===== src/verilog/rrag_pkg.sv =====
package rrag_pkg;

    localparam int data_w = 32;
    localparam int gpr_aw = 3;
    localparam int seg_aw = 3;
    localparam int num_seg = 6;
    localparam int seg_w = 16;
    localparam int lim_w = 20;
    localparam int tag_w = 7;

    // Operand size codes, code 3 behaves as dword
    localparam logic [1:0] size_byte = 2'd0;
    localparam logic [1:0] size_word = 2'd1;
    localparam logic [1:0] size_dword = 2'd2;

    // Segment register numbering
    localparam int seg_es = 0;
    localparam int seg_cs = 1;
    localparam int seg_ss = 2;
    localparam int seg_ds = 3;
    localparam int seg_fs = 4;
    localparam int seg_gs = 5;

    // Linear contribution of a segment base is base << seg_shift
    localparam int seg_shift = 16;

    function automatic logic [num_seg-1:0][lim_w-1:0] init_limits();
        logic [num_seg-1:0][lim_w-1:0] t;
        t = '0;
        t[seg_es] = 20'h04fff;
        t[seg_cs] = 20'h0ffff;
        t[seg_ss] = 20'h1ffff;
        t[seg_ds] = 20'h00fff;
        t[seg_fs] = 20'hfffff;
        t[seg_gs] = 20'h03fff;
        return t;
    endfunction

    localparam logic [num_seg-1:0][lim_w-1:0] seg_limit_init = init_limits();

endpackage


===== src/verilog/gpr_file.sv =====
`timescale 1ns/1ps

module gpr_file (
    input  logic                        clk,
    input  logic                        reset,
    input  logic [rrag_pkg::gpr_aw-1:0] rd_addr1,
    input  logic [rrag_pkg::gpr_aw-1:0] rd_addr2,
    input  logic [rrag_pkg::gpr_aw-1:0] rd_addr3,
    input  logic [rrag_pkg::gpr_aw-1:0] rd_addr4,
    input  logic [1:0]                  rd_size,
    output logic [rrag_pkg::data_w-1:0] rd_data1,
    output logic [rrag_pkg::data_w-1:0] rd_data2,
    output logic [rrag_pkg::data_w-1:0] rd_data3,
    output logic [rrag_pkg::data_w-1:0] rd_data4,
    output logic                        rd_pending1,
    output logic                        rd_pending2,
    output logic                        rd_pending3,
    output logic                        rd_pending4,
    input  logic                        wb_en,
    input  logic [rrag_pkg::gpr_aw-1:0] wb_addr,
    input  logic [rrag_pkg::data_w-1:0] wb_data,
    input  logic [1:0]                  wb_size,
    input  logic [rrag_pkg::tag_w-1:0]  wb_tag,
    input  logic                        reserve_en,
    input  logic [rrag_pkg::gpr_aw-1:0] reserve_addr,
    input  logic [rrag_pkg::tag_w-1:0]  reserve_tag
);
    import rrag_pkg::*;

    logic [data_w-1:0] regs [2**gpr_aw];
    logic [tag_w-1:0]  tags [2**gpr_aw];
    logic [2**gpr_aw-1:0] pending;
    logic [data_w-1:0] wb_mask;

    // Bits touched by an access of the given size
    function automatic logic [data_w-1:0] size_mask(input logic [1:0] size);
        logic [data_w-1:0] m;
        case (size)
            size_byte:  m = data_w'(8'hff);
            size_word:  m = data_w'(16'hffff);
            size_dword: m = '1;
            default:    m = '1;
        endcase
        return m;
    endfunction

    assign wb_mask = size_mask(wb_size);

    always_ff @(posedge clk) begin
        if (reset) begin
            pending <= '0;
            for (int i = 0; i < 2**gpr_aw; i++) begin
                regs[i] <= '0;
                tags[i] <= '0;
            end
        end else begin
            if (wb_en) begin
                regs[wb_addr] <= (regs[wb_addr] & ~wb_mask) | (wb_data & wb_mask);
                // Only the youngest writer releases the register
                if (wb_tag == tags[wb_addr]) begin
                    pending[wb_addr] <= 1'b0;
                end
            end
            // Placed last so a same-cycle reservation keeps the entry pending
            if (reserve_en) begin
                pending[reserve_addr] <= 1'b1;
                tags[reserve_addr] <= reserve_tag;
            end
        end
    end

    assign rd_data1 = regs[rd_addr1] & size_mask(rd_size);
    assign rd_data2 = regs[rd_addr2] & size_mask(rd_size);
    assign rd_data3 = regs[rd_addr3] & size_mask(rd_size);
    assign rd_data4 = regs[rd_addr4] & size_mask(rd_size);

    assign rd_pending1 = pending[rd_addr1];
    assign rd_pending2 = pending[rd_addr2];
    assign rd_pending3 = pending[rd_addr3];
    assign rd_pending4 = pending[rd_addr4];

endmodule


===== src/verilog/seg_file.sv =====
`timescale 1ns/1ps

module seg_file (
    input  logic                        clk,
    input  logic                        reset,
    input  logic [rrag_pkg::seg_aw-1:0] rd_addr1,
    input  logic [rrag_pkg::seg_aw-1:0] rd_addr2,
    output logic [rrag_pkg::seg_w-1:0]  rd_base1,
    output logic [rrag_pkg::seg_w-1:0]  rd_base2,
    output logic [rrag_pkg::lim_w-1:0]  rd_limit1,
    output logic [rrag_pkg::lim_w-1:0]  rd_limit2,
    output logic                        rd_pending1,
    output logic                        rd_pending2,
    input  logic                        wb_en,
    input  logic [rrag_pkg::seg_aw-1:0] wb_addr,
    input  logic [rrag_pkg::seg_w-1:0]  wb_data,
    input  logic [rrag_pkg::tag_w-1:0]  wb_tag,
    input  logic                        reserve_en,
    input  logic [rrag_pkg::seg_aw-1:0] reserve_addr,
    input  logic [rrag_pkg::tag_w-1:0]  reserve_tag
);
    import rrag_pkg::*;

    logic [seg_w-1:0]   bases [num_seg];
    logic [tag_w-1:0]   tags [num_seg];
    logic [num_seg-1:0] pending;
    logic               rd_ok1;
    logic               rd_ok2;

    // Indices 6 and 7 name no segment
    assign rd_ok1 = rd_addr1 < seg_aw'(num_seg);
    assign rd_ok2 = rd_addr2 < seg_aw'(num_seg);

    always_ff @(posedge clk) begin
        if (reset) begin
            pending <= '0;
            for (int i = 0; i < num_seg; i++) begin
                bases[i] <= '0;
                tags[i] <= '0;
            end
        end else begin
            if (wb_en && wb_addr < seg_aw'(num_seg)) begin
                bases[wb_addr] <= wb_data;
                if (wb_tag == tags[wb_addr]) begin
                    pending[wb_addr] <= 1'b0;
                end
            end
            if (reserve_en && reserve_addr < seg_aw'(num_seg)) begin
                pending[reserve_addr] <= 1'b1;
                tags[reserve_addr] <= reserve_tag;
            end
        end
    end

    assign rd_base1 = rd_ok1 ? bases[rd_addr1] : '0;
    assign rd_base2 = rd_ok2 ? bases[rd_addr2] : '0;
    assign rd_limit1 = rd_ok1 ? seg_limit_init[rd_addr1] : '0;
    assign rd_limit2 = rd_ok2 ? seg_limit_init[rd_addr2] : '0;
    assign rd_pending1 = rd_ok1 && pending[rd_addr1];
    assign rd_pending2 = rd_ok2 && pending[rd_addr2];

endmodule


===== src/verilog/addr_gen.sv =====
`timescale 1ns/1ps

module addr_gen (
    input  logic [rrag_pkg::data_w-1:0] base_reg,
    input  logic [rrag_pkg::data_w-1:0] index_reg,
    input  logic [rrag_pkg::data_w-1:0] off2_reg,
    input  logic [rrag_pkg::seg_w-1:0]  seg_base1,
    input  logic [rrag_pkg::seg_w-1:0]  seg_base2,
    input  logic [rrag_pkg::lim_w-1:0]  seg_limit1,
    input  logic [rrag_pkg::lim_w-1:0]  seg_limit2,
    input  logic [rrag_pkg::data_w-1:0] disp,
    input  logic [1:0]                  ss,
    input  logic                        is_sib,
    input  logic [1:0]                  opsize,
    output logic [rrag_pkg::data_w-1:0] mem_addr1,
    output logic [rrag_pkg::data_w-1:0] mem_addr2,
    output logic [rrag_pkg::data_w-1:0] mem_addr1_end,
    output logic [rrag_pkg::data_w-1:0] mem_addr2_end,
    output logic                        seg_fault1,
    output logic                        seg_fault2
);
    import rrag_pkg::*;

    logic [data_w-1:0] scaled_index;
    logic [data_w-1:0] sib_sum;
    logic [data_w-1:0] offset1;
    logic [data_w-1:0] offset2;
    logic [data_w-1:0] len_m1;
    logic [data_w-1:0] end_off1;
    logic [data_w-1:0] end_off2;
    logic [data_w-1:0] seg_lin1;
    logic [data_w-1:0] seg_lin2;

    // Scale of 1, 2, 4 or 8
    assign scaled_index = index_reg << ss;
    assign sib_sum = base_reg + scaled_index;
    assign offset1 = (is_sib ? sib_sum : base_reg) + disp;
    assign offset2 = off2_reg;

    // Access length minus one
    always_comb begin
        case (opsize)
            size_byte: len_m1 = data_w'(0);
            size_word: len_m1 = data_w'(1);
            default:   len_m1 = data_w'(3);
        endcase
    end

    assign end_off1 = offset1 + len_m1;
    assign end_off2 = offset2 + len_m1;

    assign seg_lin1 = data_w'(seg_base1) << seg_shift;
    assign seg_lin2 = data_w'(seg_base2) << seg_shift;

    assign mem_addr1 = offset1 + seg_lin1;
    assign mem_addr2 = offset2 + seg_lin2;
    assign mem_addr1_end = end_off1 + seg_lin1;
    assign mem_addr2_end = end_off2 + seg_lin2;

    // Last byte beyond the limit, offsets wrap at 32 bits
    assign seg_fault1 = end_off1 > data_w'(seg_limit1);
    assign seg_fault2 = end_off2 > data_w'(seg_limit2);

endmodule


===== src/verilog/rrag.sv =====
`timescale 1ns/1ps

module rrag (
    input  logic                        clk,
    input  logic                        reset,
    input  logic                        valid_in,
    input  logic [rrag_pkg::gpr_aw-1:0] reg_addr1,
    input  logic [rrag_pkg::gpr_aw-1:0] reg_addr2,
    input  logic [rrag_pkg::gpr_aw-1:0] reg_addr3,
    input  logic [rrag_pkg::gpr_aw-1:0] reg_addr4,
    input  logic [rrag_pkg::seg_aw-1:0] seg_addr1,
    input  logic [rrag_pkg::seg_aw-1:0] seg_addr2,
    input  logic [1:0]                  opsize_in,
    input  logic [rrag_pkg::data_w-1:0] disp,
    input  logic [1:0]                  ss,
    input  logic                        is_sib,
    input  logic                        dest_reg_en,
    input  logic [rrag_pkg::gpr_aw-1:0] dest_reg_addr,
    input  logic                        dest_seg_en,
    input  logic [rrag_pkg::seg_aw-1:0] dest_seg_addr,
    input  logic                        wb_reg_en,
    input  logic [rrag_pkg::gpr_aw-1:0] wb_addr,
    input  logic [rrag_pkg::data_w-1:0] wb_data,
    input  logic [1:0]                  wb_opsize,
    input  logic [rrag_pkg::tag_w-1:0]  wb_tag,
    input  logic                        wb_seg_en,
    input  logic [rrag_pkg::seg_aw-1:0] wb_seg_addr,
    input  logic [rrag_pkg::seg_w-1:0]  wb_seg_data,
    input  logic [rrag_pkg::tag_w-1:0]  wb_seg_tag,
    input  logic                        fwd_stall,
    output logic                        valid_out,
    output logic                        stall,
    output logic [rrag_pkg::tag_w-1:0]  inst_tag,
    output logic [rrag_pkg::data_w-1:0] reg1,
    output logic [rrag_pkg::data_w-1:0] reg2,
    output logic [rrag_pkg::data_w-1:0] reg3,
    output logic [rrag_pkg::data_w-1:0] reg4,
    output logic [rrag_pkg::seg_w-1:0]  seg1,
    output logic [rrag_pkg::seg_w-1:0]  seg2,
    output logic [rrag_pkg::data_w-1:0] mem_addr1,
    output logic [rrag_pkg::data_w-1:0] mem_addr2,
    output logic [rrag_pkg::data_w-1:0] mem_addr1_end,
    output logic [rrag_pkg::data_w-1:0] mem_addr2_end,
    output logic                        seg_fault1,
    output logic                        seg_fault2,
    output logic [1:0]                  opsize_out,
    output logic [rrag_pkg::gpr_aw-1:0] dest_reg_out,
    output logic [rrag_pkg::seg_aw-1:0] dest_seg_out
);
    import rrag_pkg::*;

    logic [tag_w-1:0]  tag_cnt;
    logic              accept;
    logic              src_pending;
    logic [data_w-1:0] rd_reg1;
    logic [data_w-1:0] rd_reg2;
    logic [data_w-1:0] rd_reg3;
    logic [data_w-1:0] rd_reg4;
    logic [3:0]        reg_pend;
    logic [seg_w-1:0]  rd_seg1;
    logic [seg_w-1:0]  rd_seg2;
    logic [lim_w-1:0]  rd_lim1;
    logic [lim_w-1:0]  rd_lim2;
    logic [1:0]        seg_pend;
    logic [data_w-1:0] ag_addr1;
    logic [data_w-1:0] ag_addr2;
    logic [data_w-1:0] ag_addr1_end;
    logic [data_w-1:0] ag_addr2_end;
    logic              ag_fault1;
    logic              ag_fault2;

    gpr_file gpr_i (
        .clk(clk), .reset(reset),
        .rd_addr1(reg_addr1), .rd_addr2(reg_addr2),
        .rd_addr3(reg_addr3), .rd_addr4(reg_addr4), .rd_size(opsize_in),
        .rd_data1(rd_reg1), .rd_data2(rd_reg2), .rd_data3(rd_reg3), .rd_data4(rd_reg4),
        .rd_pending1(reg_pend[0]), .rd_pending2(reg_pend[1]),
        .rd_pending3(reg_pend[2]), .rd_pending4(reg_pend[3]),
        .wb_en(wb_reg_en), .wb_addr(wb_addr), .wb_data(wb_data),
        .wb_size(wb_opsize), .wb_tag(wb_tag),
        .reserve_en(accept && dest_reg_en), .reserve_addr(dest_reg_addr),
        .reserve_tag(tag_cnt)
    );

    seg_file seg_i (
        .clk(clk), .reset(reset),
        .rd_addr1(seg_addr1), .rd_addr2(seg_addr2),
        .rd_base1(rd_seg1), .rd_base2(rd_seg2), .rd_limit1(rd_lim1), .rd_limit2(rd_lim2),
        .rd_pending1(seg_pend[0]), .rd_pending2(seg_pend[1]),
        .wb_en(wb_seg_en), .wb_addr(wb_seg_addr), .wb_data(wb_seg_data), .wb_tag(wb_seg_tag),
        .reserve_en(accept && dest_seg_en), .reserve_addr(dest_seg_addr),
        .reserve_tag(tag_cnt)
    );

    addr_gen ag_i (
        .base_reg(rd_reg2), .index_reg(rd_reg3), .off2_reg(rd_reg4),
        .seg_base1(rd_seg1), .seg_base2(rd_seg2),
        .seg_limit1(rd_lim1), .seg_limit2(rd_lim2),
        .disp(disp), .ss(ss), .is_sib(is_sib), .opsize(opsize_in),
        .mem_addr1(ag_addr1), .mem_addr2(ag_addr2),
        .mem_addr1_end(ag_addr1_end), .mem_addr2_end(ag_addr2_end),
        .seg_fault1(ag_fault1), .seg_fault2(ag_fault2)
    );

    // Every source counts as used
    assign src_pending = (|reg_pend) || (|seg_pend);
    assign stall = (valid_in && src_pending) || fwd_stall;
    assign accept = valid_in && !stall;

    always_ff @(posedge clk) begin
        if (reset) begin
            tag_cnt <= '0;
            valid_out <= 1'b0;
        end else begin
            if (accept) begin
                tag_cnt <= tag_cnt + 1'b1;
            end
            // A source stall leaves a bubble behind
            if (!fwd_stall) begin
                valid_out <= accept;
            end
        end
    end

    always_ff @(posedge clk) begin
        if (!fwd_stall) begin
            inst_tag <= tag_cnt;
            reg1 <= rd_reg1;
            reg2 <= rd_reg2;
            reg3 <= rd_reg3;
            reg4 <= rd_reg4;
            seg1 <= rd_seg1;
            seg2 <= rd_seg2;
            mem_addr1 <= ag_addr1;
            mem_addr2 <= ag_addr2;
            mem_addr1_end <= ag_addr1_end;
            mem_addr2_end <= ag_addr2_end;
            seg_fault1 <= ag_fault1;
            seg_fault2 <= ag_fault2;
            opsize_out <= opsize_in;
            dest_reg_out <= dest_reg_addr;
            dest_seg_out <= dest_seg_addr;
        end
    end

endmodule


===== config.mk =====
export PLATFORM = sky130hd
export DESIGN_NAME = rrag
export DESIGN_NICKNAME = d
export VERILOG_FILES = /design/src/verilog/rrag_pkg.sv /design/src/verilog/gpr_file.sv /design/src/verilog/seg_file.sv /design/src/verilog/addr_gen.sv /design/src/verilog/rrag.sv
export SDC_FILE = /design/constraint.sdc
export NUM_CORES = 2
export LEC_CHECK = 0
export ABC_CLOCK_PERIOD_IN_PS = 14850
export BUFFER_PORTS_ARGS = -buffer_cell sky130_fd_sc_hd__buf_2
export CAP_MARGIN = 5
export CORE_ASPECT_RATIO = 0.7
export CORE_MARGIN = 2
export CORE_UTILIZATION = 40
export DETAILED_ROUTE_END_ITERATION = 6
export PLACE_DENSITY = 0.55
export SLEW_MARGIN = 20
export SYNTH_ARGS = -nofsm -noshare
export SYNTH_HDL_FRONTEND = slang
export SYNTH_SLANG_ARGS = --single-unit

===== constraint.sdc =====
create_clock -name clk -period 14.85 [get_ports clk]
set_clock_uncertainty 0.05 [all_clocks]
set_input_delay 1.485 -clock clk [delete_from_list [all_inputs] [get_ports clk]]
set_output_delay 1.485 -clock clk [all_outputs]
set_load 0.005 [all_outputs]

# Word level (Yosys, flattened, before mapping)
# Memories as Yosys holds them, arrays and structs flattened.
# Cells that the tools add are included.
[word_totals] inputBits=139 ramBits=450 wordCells=161 out_inout_bits=307 latch_bits=0 reg_bits=327 mem_count=6 romBits=320
[memory_table] name="gpr_i.regs" depth=8 width=32 rd=5 rd_clocked_by_memory_dff=0 wr=8 line_no="gpr_file.sv:30" text="logic [data_w-1:0] regs [2**gpr_aw];"
[memory_table] name="(no name shown)" depth=8 width=20 rd=1 rd_clocked_by_memory_dff=0 wr=0 line_no="seg_file.sv:57" text="assign rd_limit1 = rd_ok1 ? seg_limit_init[rd_addr1] : '0;"
[memory_table] name="(no name shown)" depth=8 width=20 rd=1 rd_clocked_by_memory_dff=0 wr=0 line_no="seg_file.sv:58" text="assign rd_limit2 = rd_ok2 ? seg_limit_init[rd_addr2] : '0;"
[memory_table] name="seg_i.bases" depth=6 width=16 rd=2 rd_clocked_by_memory_dff=0 wr=6 line_no="seg_file.sv:24" text="logic [seg_w-1:0] bases [num_seg];"
[memory_table] name="gpr_i.tags" depth=8 width=7 rd=1 rd_clocked_by_memory_dff=0 wr=8 line_no="gpr_file.sv:31" text="logic [tag_w-1:0] tags [2**gpr_aw];"
[memory_table] name="seg_i.tags" depth=6 width=7 rd=1 rd_clocked_by_memory_dff=0 wr=6 line_no="seg_file.sv:25" text="logic [tag_w-1:0] tags [num_seg];"
[classes] n_mux=64 multipliers=0 eq_ne=4 reduce_logical=23 magnitude_cmp=20 addsub=9 div=0 n_bitwise=14 shifts=1
[op_table] op="32-bit adder" count=6
[op_table] op="32-bit bitwise AND" count=6
[op_table] op="32-bit one-hot mux with 2 select lines" count=2
[op_table] op="20-bit two-way mux" count=4
[op_table] op="32-bit by 2-bit adder with 32-bit output" count=2
[op_table] op="32-bit by 20-bit greater-than comparator with 1-bit output" count=2
[op_table] op="32-bit two-way mux" count=2
[op_table] op="16-bit two-way mux" count=3
[op_table] op="3-bit by 4-bit < comparator with 1-bit output, second input constant" count=10
[op_table] op="8-bit two-way mux" count=4
[op_table] op="32-bit inverter" count=1
[op_table] op="32-bit bitwise OR" count=1
[op_table] op="32-bit OR reduction" count=1
[op_table] op="32-bit by 2-bit left shift with 32-bit output" count=1
[op_table] op="1-bit two-way mux" count=28
[op_table] op="6-bit two-way mux" count=4
[op_table] op="1-bit binary-select mux with 3-bit select" count=6
[op_table] op="16-bit OR reduction" count=1
[op_table] op="7-bit == test" count=2
[op_table] op="7-bit two-way mux" count=2
[op_table] op="7-bit OR reduction" count=2
[op_table] op="1-bit demux with 3-bit select" count=4
[op_table] op="3-bit by 1-bit greater-or-equal comparator with 1-bit output, second input constant" count=4
[op_table] op="1-bit logical AND" count=12
[op_table] op="other kinds (16)" count=25

# Longest topological paths before layout
[logic_depth] depth_word=16 ltp_mapped=42 ltp_nobuf=38

# Cells and area by module
# A second synthesis with hierarchy kept.
[unflattened] cells_unflattened=3923 hier_area_um2=49406.1
[by_module_without_submodules] module="gpr_file" cells_each=1587 instances=1 seq_area_each_um2=9529.1 area_per_inst_um2=21923.5
[by_module_without_submodules] module="addr_gen" cells_each=1313 instances=1 seq_area_each_um2=0.0 area_per_inst_um2=9698.1
[by_module_without_submodules] module="rrag" cells_each=357 instances=1 seq_area_each_um2=9318.9 area_per_inst_um2=9613.0
[by_module_without_submodules] module="seg_file" cells_each=666 instances=1 seq_area_each_um2=4684.5 area_per_inst_um2=8171.6

# Worst setup path before layout
# No wires, ideal clock.
[synth_timing] path_type="input-to-reg" startpoint="in reg_addr3[0] in the netlist's numbering" endpoint="reg mem_addr1_end[31] in the netlist's numbering (data pin)" setup_slack_ns=3.686 setup_ns=0.268 t_required_ns=14.532 path_stages=42 path_buffers=5 t_arrival_ns=10.846 cell_sequence="buf_2 buf_2 clkbuf_1 buf_1 mux4_2 mux2i_1 or2_2 nor2_1 ha_1 fa_1 a21o_1 a21oi_1 o21bai_1 a21oi_1 nor2b_1 nor2_1 nor2_1 nor2_1 [... 6 more ...] a311oi_4 and3_4 and3_1 clkbuf_1 nand4_1 xnor2_1 ha_1 a21o_1 a21oi_1 nor2b_1 o21a_1 o21a_1 o2111ai_1 nand3_1 o41ai_1 o21a_1 o21ai_0 xnor3_1"
[synth_between] elab_chain_len=8
[synth_rtl] item="start: declaration" line_no="rrag.sv:9" text="input logic [rrag_pkg::gpr_aw-1:0] reg_addr3,"
[synth_rtl] item="memory 8 x 32 bit"
[synth_rtl] item="32-bit bitwise AND" line_no="gpr_file.sv:74" text="assign rd_data3 = regs[rd_addr3] & size_mask(rd_size);"
[synth_rtl] item="32-bit by 2-bit left shift with 32-bit output" line_no="addr_gen.sv:35" text="assign scaled_index = index_reg << ss;"
[synth_rtl] item="32-bit adder" line_no="addr_gen.sv:36" text="assign sib_sum = base_reg + scaled_index;"
[synth_rtl] item="32-bit two-way mux" line_no="addr_gen.sv:37" text="assign offset1 = (is_sib ? sib_sum : base_reg) + disp;"
[synth_rtl] item="32-bit adder" line_no="addr_gen.sv:37"
[synth_rtl] item="32-bit by 2-bit adder with 32-bit output" line_no="addr_gen.sv:49" text="assign end_off1 = offset1 + len_m1;"
[synth_rtl] item="32-bit adder" line_no="addr_gen.sv:57" text="assign mem_addr1_end = end_off1 + seg_lin1;"
[synth_rtl] item="named net ag_addr1_end[31]" line_no="rrag.sv:67" text="logic [data_w-1:0] ag_addr1_end;"
[synth_rtl] item="end signal: assignment" line_no="rrag.sv:136" text="mem_addr1_end <= ag_addr1_end;"
[synth_rtl] item="end: declaration" line_no="rrag.sv:42" text="output logic [rrag_pkg::data_w-1:0] mem_addr1_end,"
# The timed path passes the listed nets, and every way through them passes these cells.
# A chain may end at the register's enable or synchronous reset.

# Final worst setup path
# Same ends and word-level chain as after synthesis.

==> results.md <==
- Total power: 6.92 mW
- Vias in the first global route: 34626
- Clock Latency Late Sink: 0.73 ns
- Mapped Cells: 3977
- First-pass detailed-route iteration total: 6
- Sequential Area: 23100 sq um
- Final Max Tran Viols: 0
- Hold EP: seg_i.pending[2]
- Total CTS buffers: 86
- GRT Total Usage: 27.9%
- Worst-path fanout max: 35
- I/O pin cnt: 446
- Die X: 419 um
- Top_reg_cell synth: edfxtp_1
- Vias: 36220
- Max Clk Rate: 91.6 MHz
- Peak VDD IR: 0.0000797 V
- Setup bufs post-CTS: 0
- Layout area overhead: 14.0%
- Netlist Area Pre-Place: 48200 sq um
- Antenna-violating nets left: 0
- CTS tree: yes
- Hold_buf cts: 0
- FF-to-FF path depth: 32
- Drt drc: 0
- Worst path max stage delay: 0.73 ns
- Finish-stage setup viols: 0
- Drt total wl: 175000 um
- Initial Util: 40.3%
- Crit path DAT: 11.30 ns
- Die area: 123000 sq um
- Number of flops mapped to enable cells by yosys: 753
- Cell area power density: 126 nW/um^2
- Fin. Hold Viols: 0
- Crit end category: register
- Tcrit/Tclk final: 73.5%
- Via density: 5.99
- Clock tree buffer depth: 3
- Layout cells sized above 1: 25.8%
- Leakage: 21.6 nW
- Total gr overflow: 0
- Layout Nets: 4665
- Most frequent cells in the layout: 753 x edfxtp_1, 528 x nor2_1, 441 x buf_2
- Worst path slowest cell: mux2i_1
- Core Area: 119000 sq um
- Avg Inst Size Synth: 12.1 sq um
- Synth unique cells: 102
- Hold Path Stages: 2
- Post-DP HPWL: 124000 um
- Final Cell Area: 54900 sq um
- H-tree depth: 3
- Reg2reg start: gpr_i.regs[2][0]
- Fin util: 46.0%
- CP Class: input port to register
- Yosys reg bits: 775
- Wire length of the first global-routing pass: 248000 um
- DP Area: 52100 sq um
- FILL cells: 10943
- Setup TNS Final: 0 ns
- Port-buffer cells: 445
- Num Clock Sinks: 775
- Worst-path clk slew: 0.06 ns
- Multi-input gate area: 23600 sq um
- Asr flop ratio synth: 0%
- Post-CTS sizing: 0
- Routed WL per cell: 28.9 um
- Worst rel slew slack: 16.6%
- Reg2reg setup slack: 5.49 ns
- Status: complete, no violations
- Initial DRC count: 4518
- Max_cap viols: 0
- Die Span Y: 294 um
- CP startpoint kind: input port
- RR Endpoint: mem_addr1_end[31]
- Seq/Total Area, Yosys: 47.8%
- Placer Congestion: 0.911
- YS warnings: 0
- Tightest Pin Transition: 1.25 ns
- Pin count of the biggest net entering global routing: 72
- Min-delay worst type: register to register
- Fin crit period: 10.92 ns
- RSZ-0062 raised after global routing: false
- CP required: 15.23 ns
- Hold path start: seg_i.pending[2]
- Root buffer cell: clkbuf_16
- Row count: 106
- Most common cell after layout, fill and taps aside: edfxtp_1
- Initial antenna violation count: 17
## synth_stat cells (28+ instances only)
master / count / area (sq um)
a21o_1: 48 / 360
and2_1: 90 / 563
mux2i_1: 158 / 1580
and3_1: 80 / 500
ha_1: 172 / 2150
a21oi_1: 164 / 821
inv_1: 136 / 510
mux4_2: 312 / 7030
buf_1: 47 / 176
o21a_1: 28 / 210
clkbuf_1: 176 / 661
nor3_1: 59 / 295
a22oi_1: 31 / 233
nand3_1: 61 / 305
nand2_1: 314 / 1180
edfxtp_1: 753 / 22600
a221oi_1: 30 / 263
nor2_1: 530 / 1990
nand4_1: 31 / 194
o21ai_0: 114 / 571
xor2_1: 44 / 385
mux2_2: 98 / 1100
xnor2_1: 129 / 1130
## worst max-delay path by stage
| stage | slack [ns] | cells past startpoint | endpoint | startpoint |
|---|---|---|---|---|
| floorplan | 3.69 | 42 | mem_addr1_end[31] | reg_addr3[0] |
| global placement | 3.58 | 32 | mem_addr1_end[31] | reg_addr3[0] |
| detailed placement | 3.48 | 34 | mem_addr1_end[31] | reg_addr3[0] |
| CTS | 4.19 | 34 | mem_addr1_end[31] | reg_addr3[0] |
| global route | 3.16 | 31 | mem_addr1_end[31] | reg_addr3[0] |
| finish | 3.93 | 31 | mem_addr1_end[31] | reg_addr3[0] |
## worst max-delay path: cells and delay by family
kind	cells	cell delay (ns)
AO/OA/AOI/OAI	13	3.60
multiplexers	4	1.71
AND/OR/NAND/NOR	6	1.38
buffers and inverters	2	1.24
adder cells (fa/ha/maj)	3	1.10
XOR/XNOR	3	0.62
## registers in the layout, summed over array words and instances (netlist names), 56 cells and up
register,flops
gpr_i.tags,56
seg_i.tags,56
gpr_i.regs,256
seg_i.bases,96
## per-stage QoR
step	hold WS, ns	instances	setup slack (ns)
final	0.451	6043	3.93
after global routing	0.477	6039	3.16
after CTS	0.443	6035	4.19
after detailed placement	0.435	5878	3.48
after global placement	0.423	5878	3.58
after floorplan	0.400	3990	3.69
## layer usage
| metal | global-route usage (%) | wire [um] |
|---|---|---|
| met5 | 0 | 0 |
| met4 | 10.2 | 7250 |
| met3 | 6.62 | 17600 |
| met2 | 42.9 | 78700 |
| met1 | 38.3 | 71100 |
## area by class of cell
| cell class | count | area share (%) |
|---|---|---|
| Timing Repair Buffer | 528 | 5.21 |
| Clock inverter | 53 | 0.961 |
| Multi-Input combinational cell | 2814 | 43.0 |
| Clock buffer | 104 | 4.11 |
| Inverter | 141 | 0.977 |
| Antenna cell | 8 | 0.0365 |
| Sequential cell | 775 | 42.0 |
| Tap cell | 1620 | 3.69 |
## power by group
| part | internal [mW] | total [mW] | switching (mW) |
|---|---|---|---|
| Clock | 1.17 | 2.16 | 0.985 |
| Combinational | 0.785 | 1.96 | 1.18 |
| Sequential | 2.68 | 2.80 | 0.117 |
## logic make-up after synthesis
logic type | Yosys count | share of synthesized area, %
buffers and inverters | 401 | 3.39
DFF | 775 | 47.8
other | 1 | 0.00778
adders and majority gates | 180 | 4.80
AOI/OAI and AO/OA | 593 | 8.14
and+or+nand+nor | 1283 | 12.4
xor gates and xnor gates | 175 | 3.25
muxes | 569 | 20.2
(Power assumes the default switching activity.)
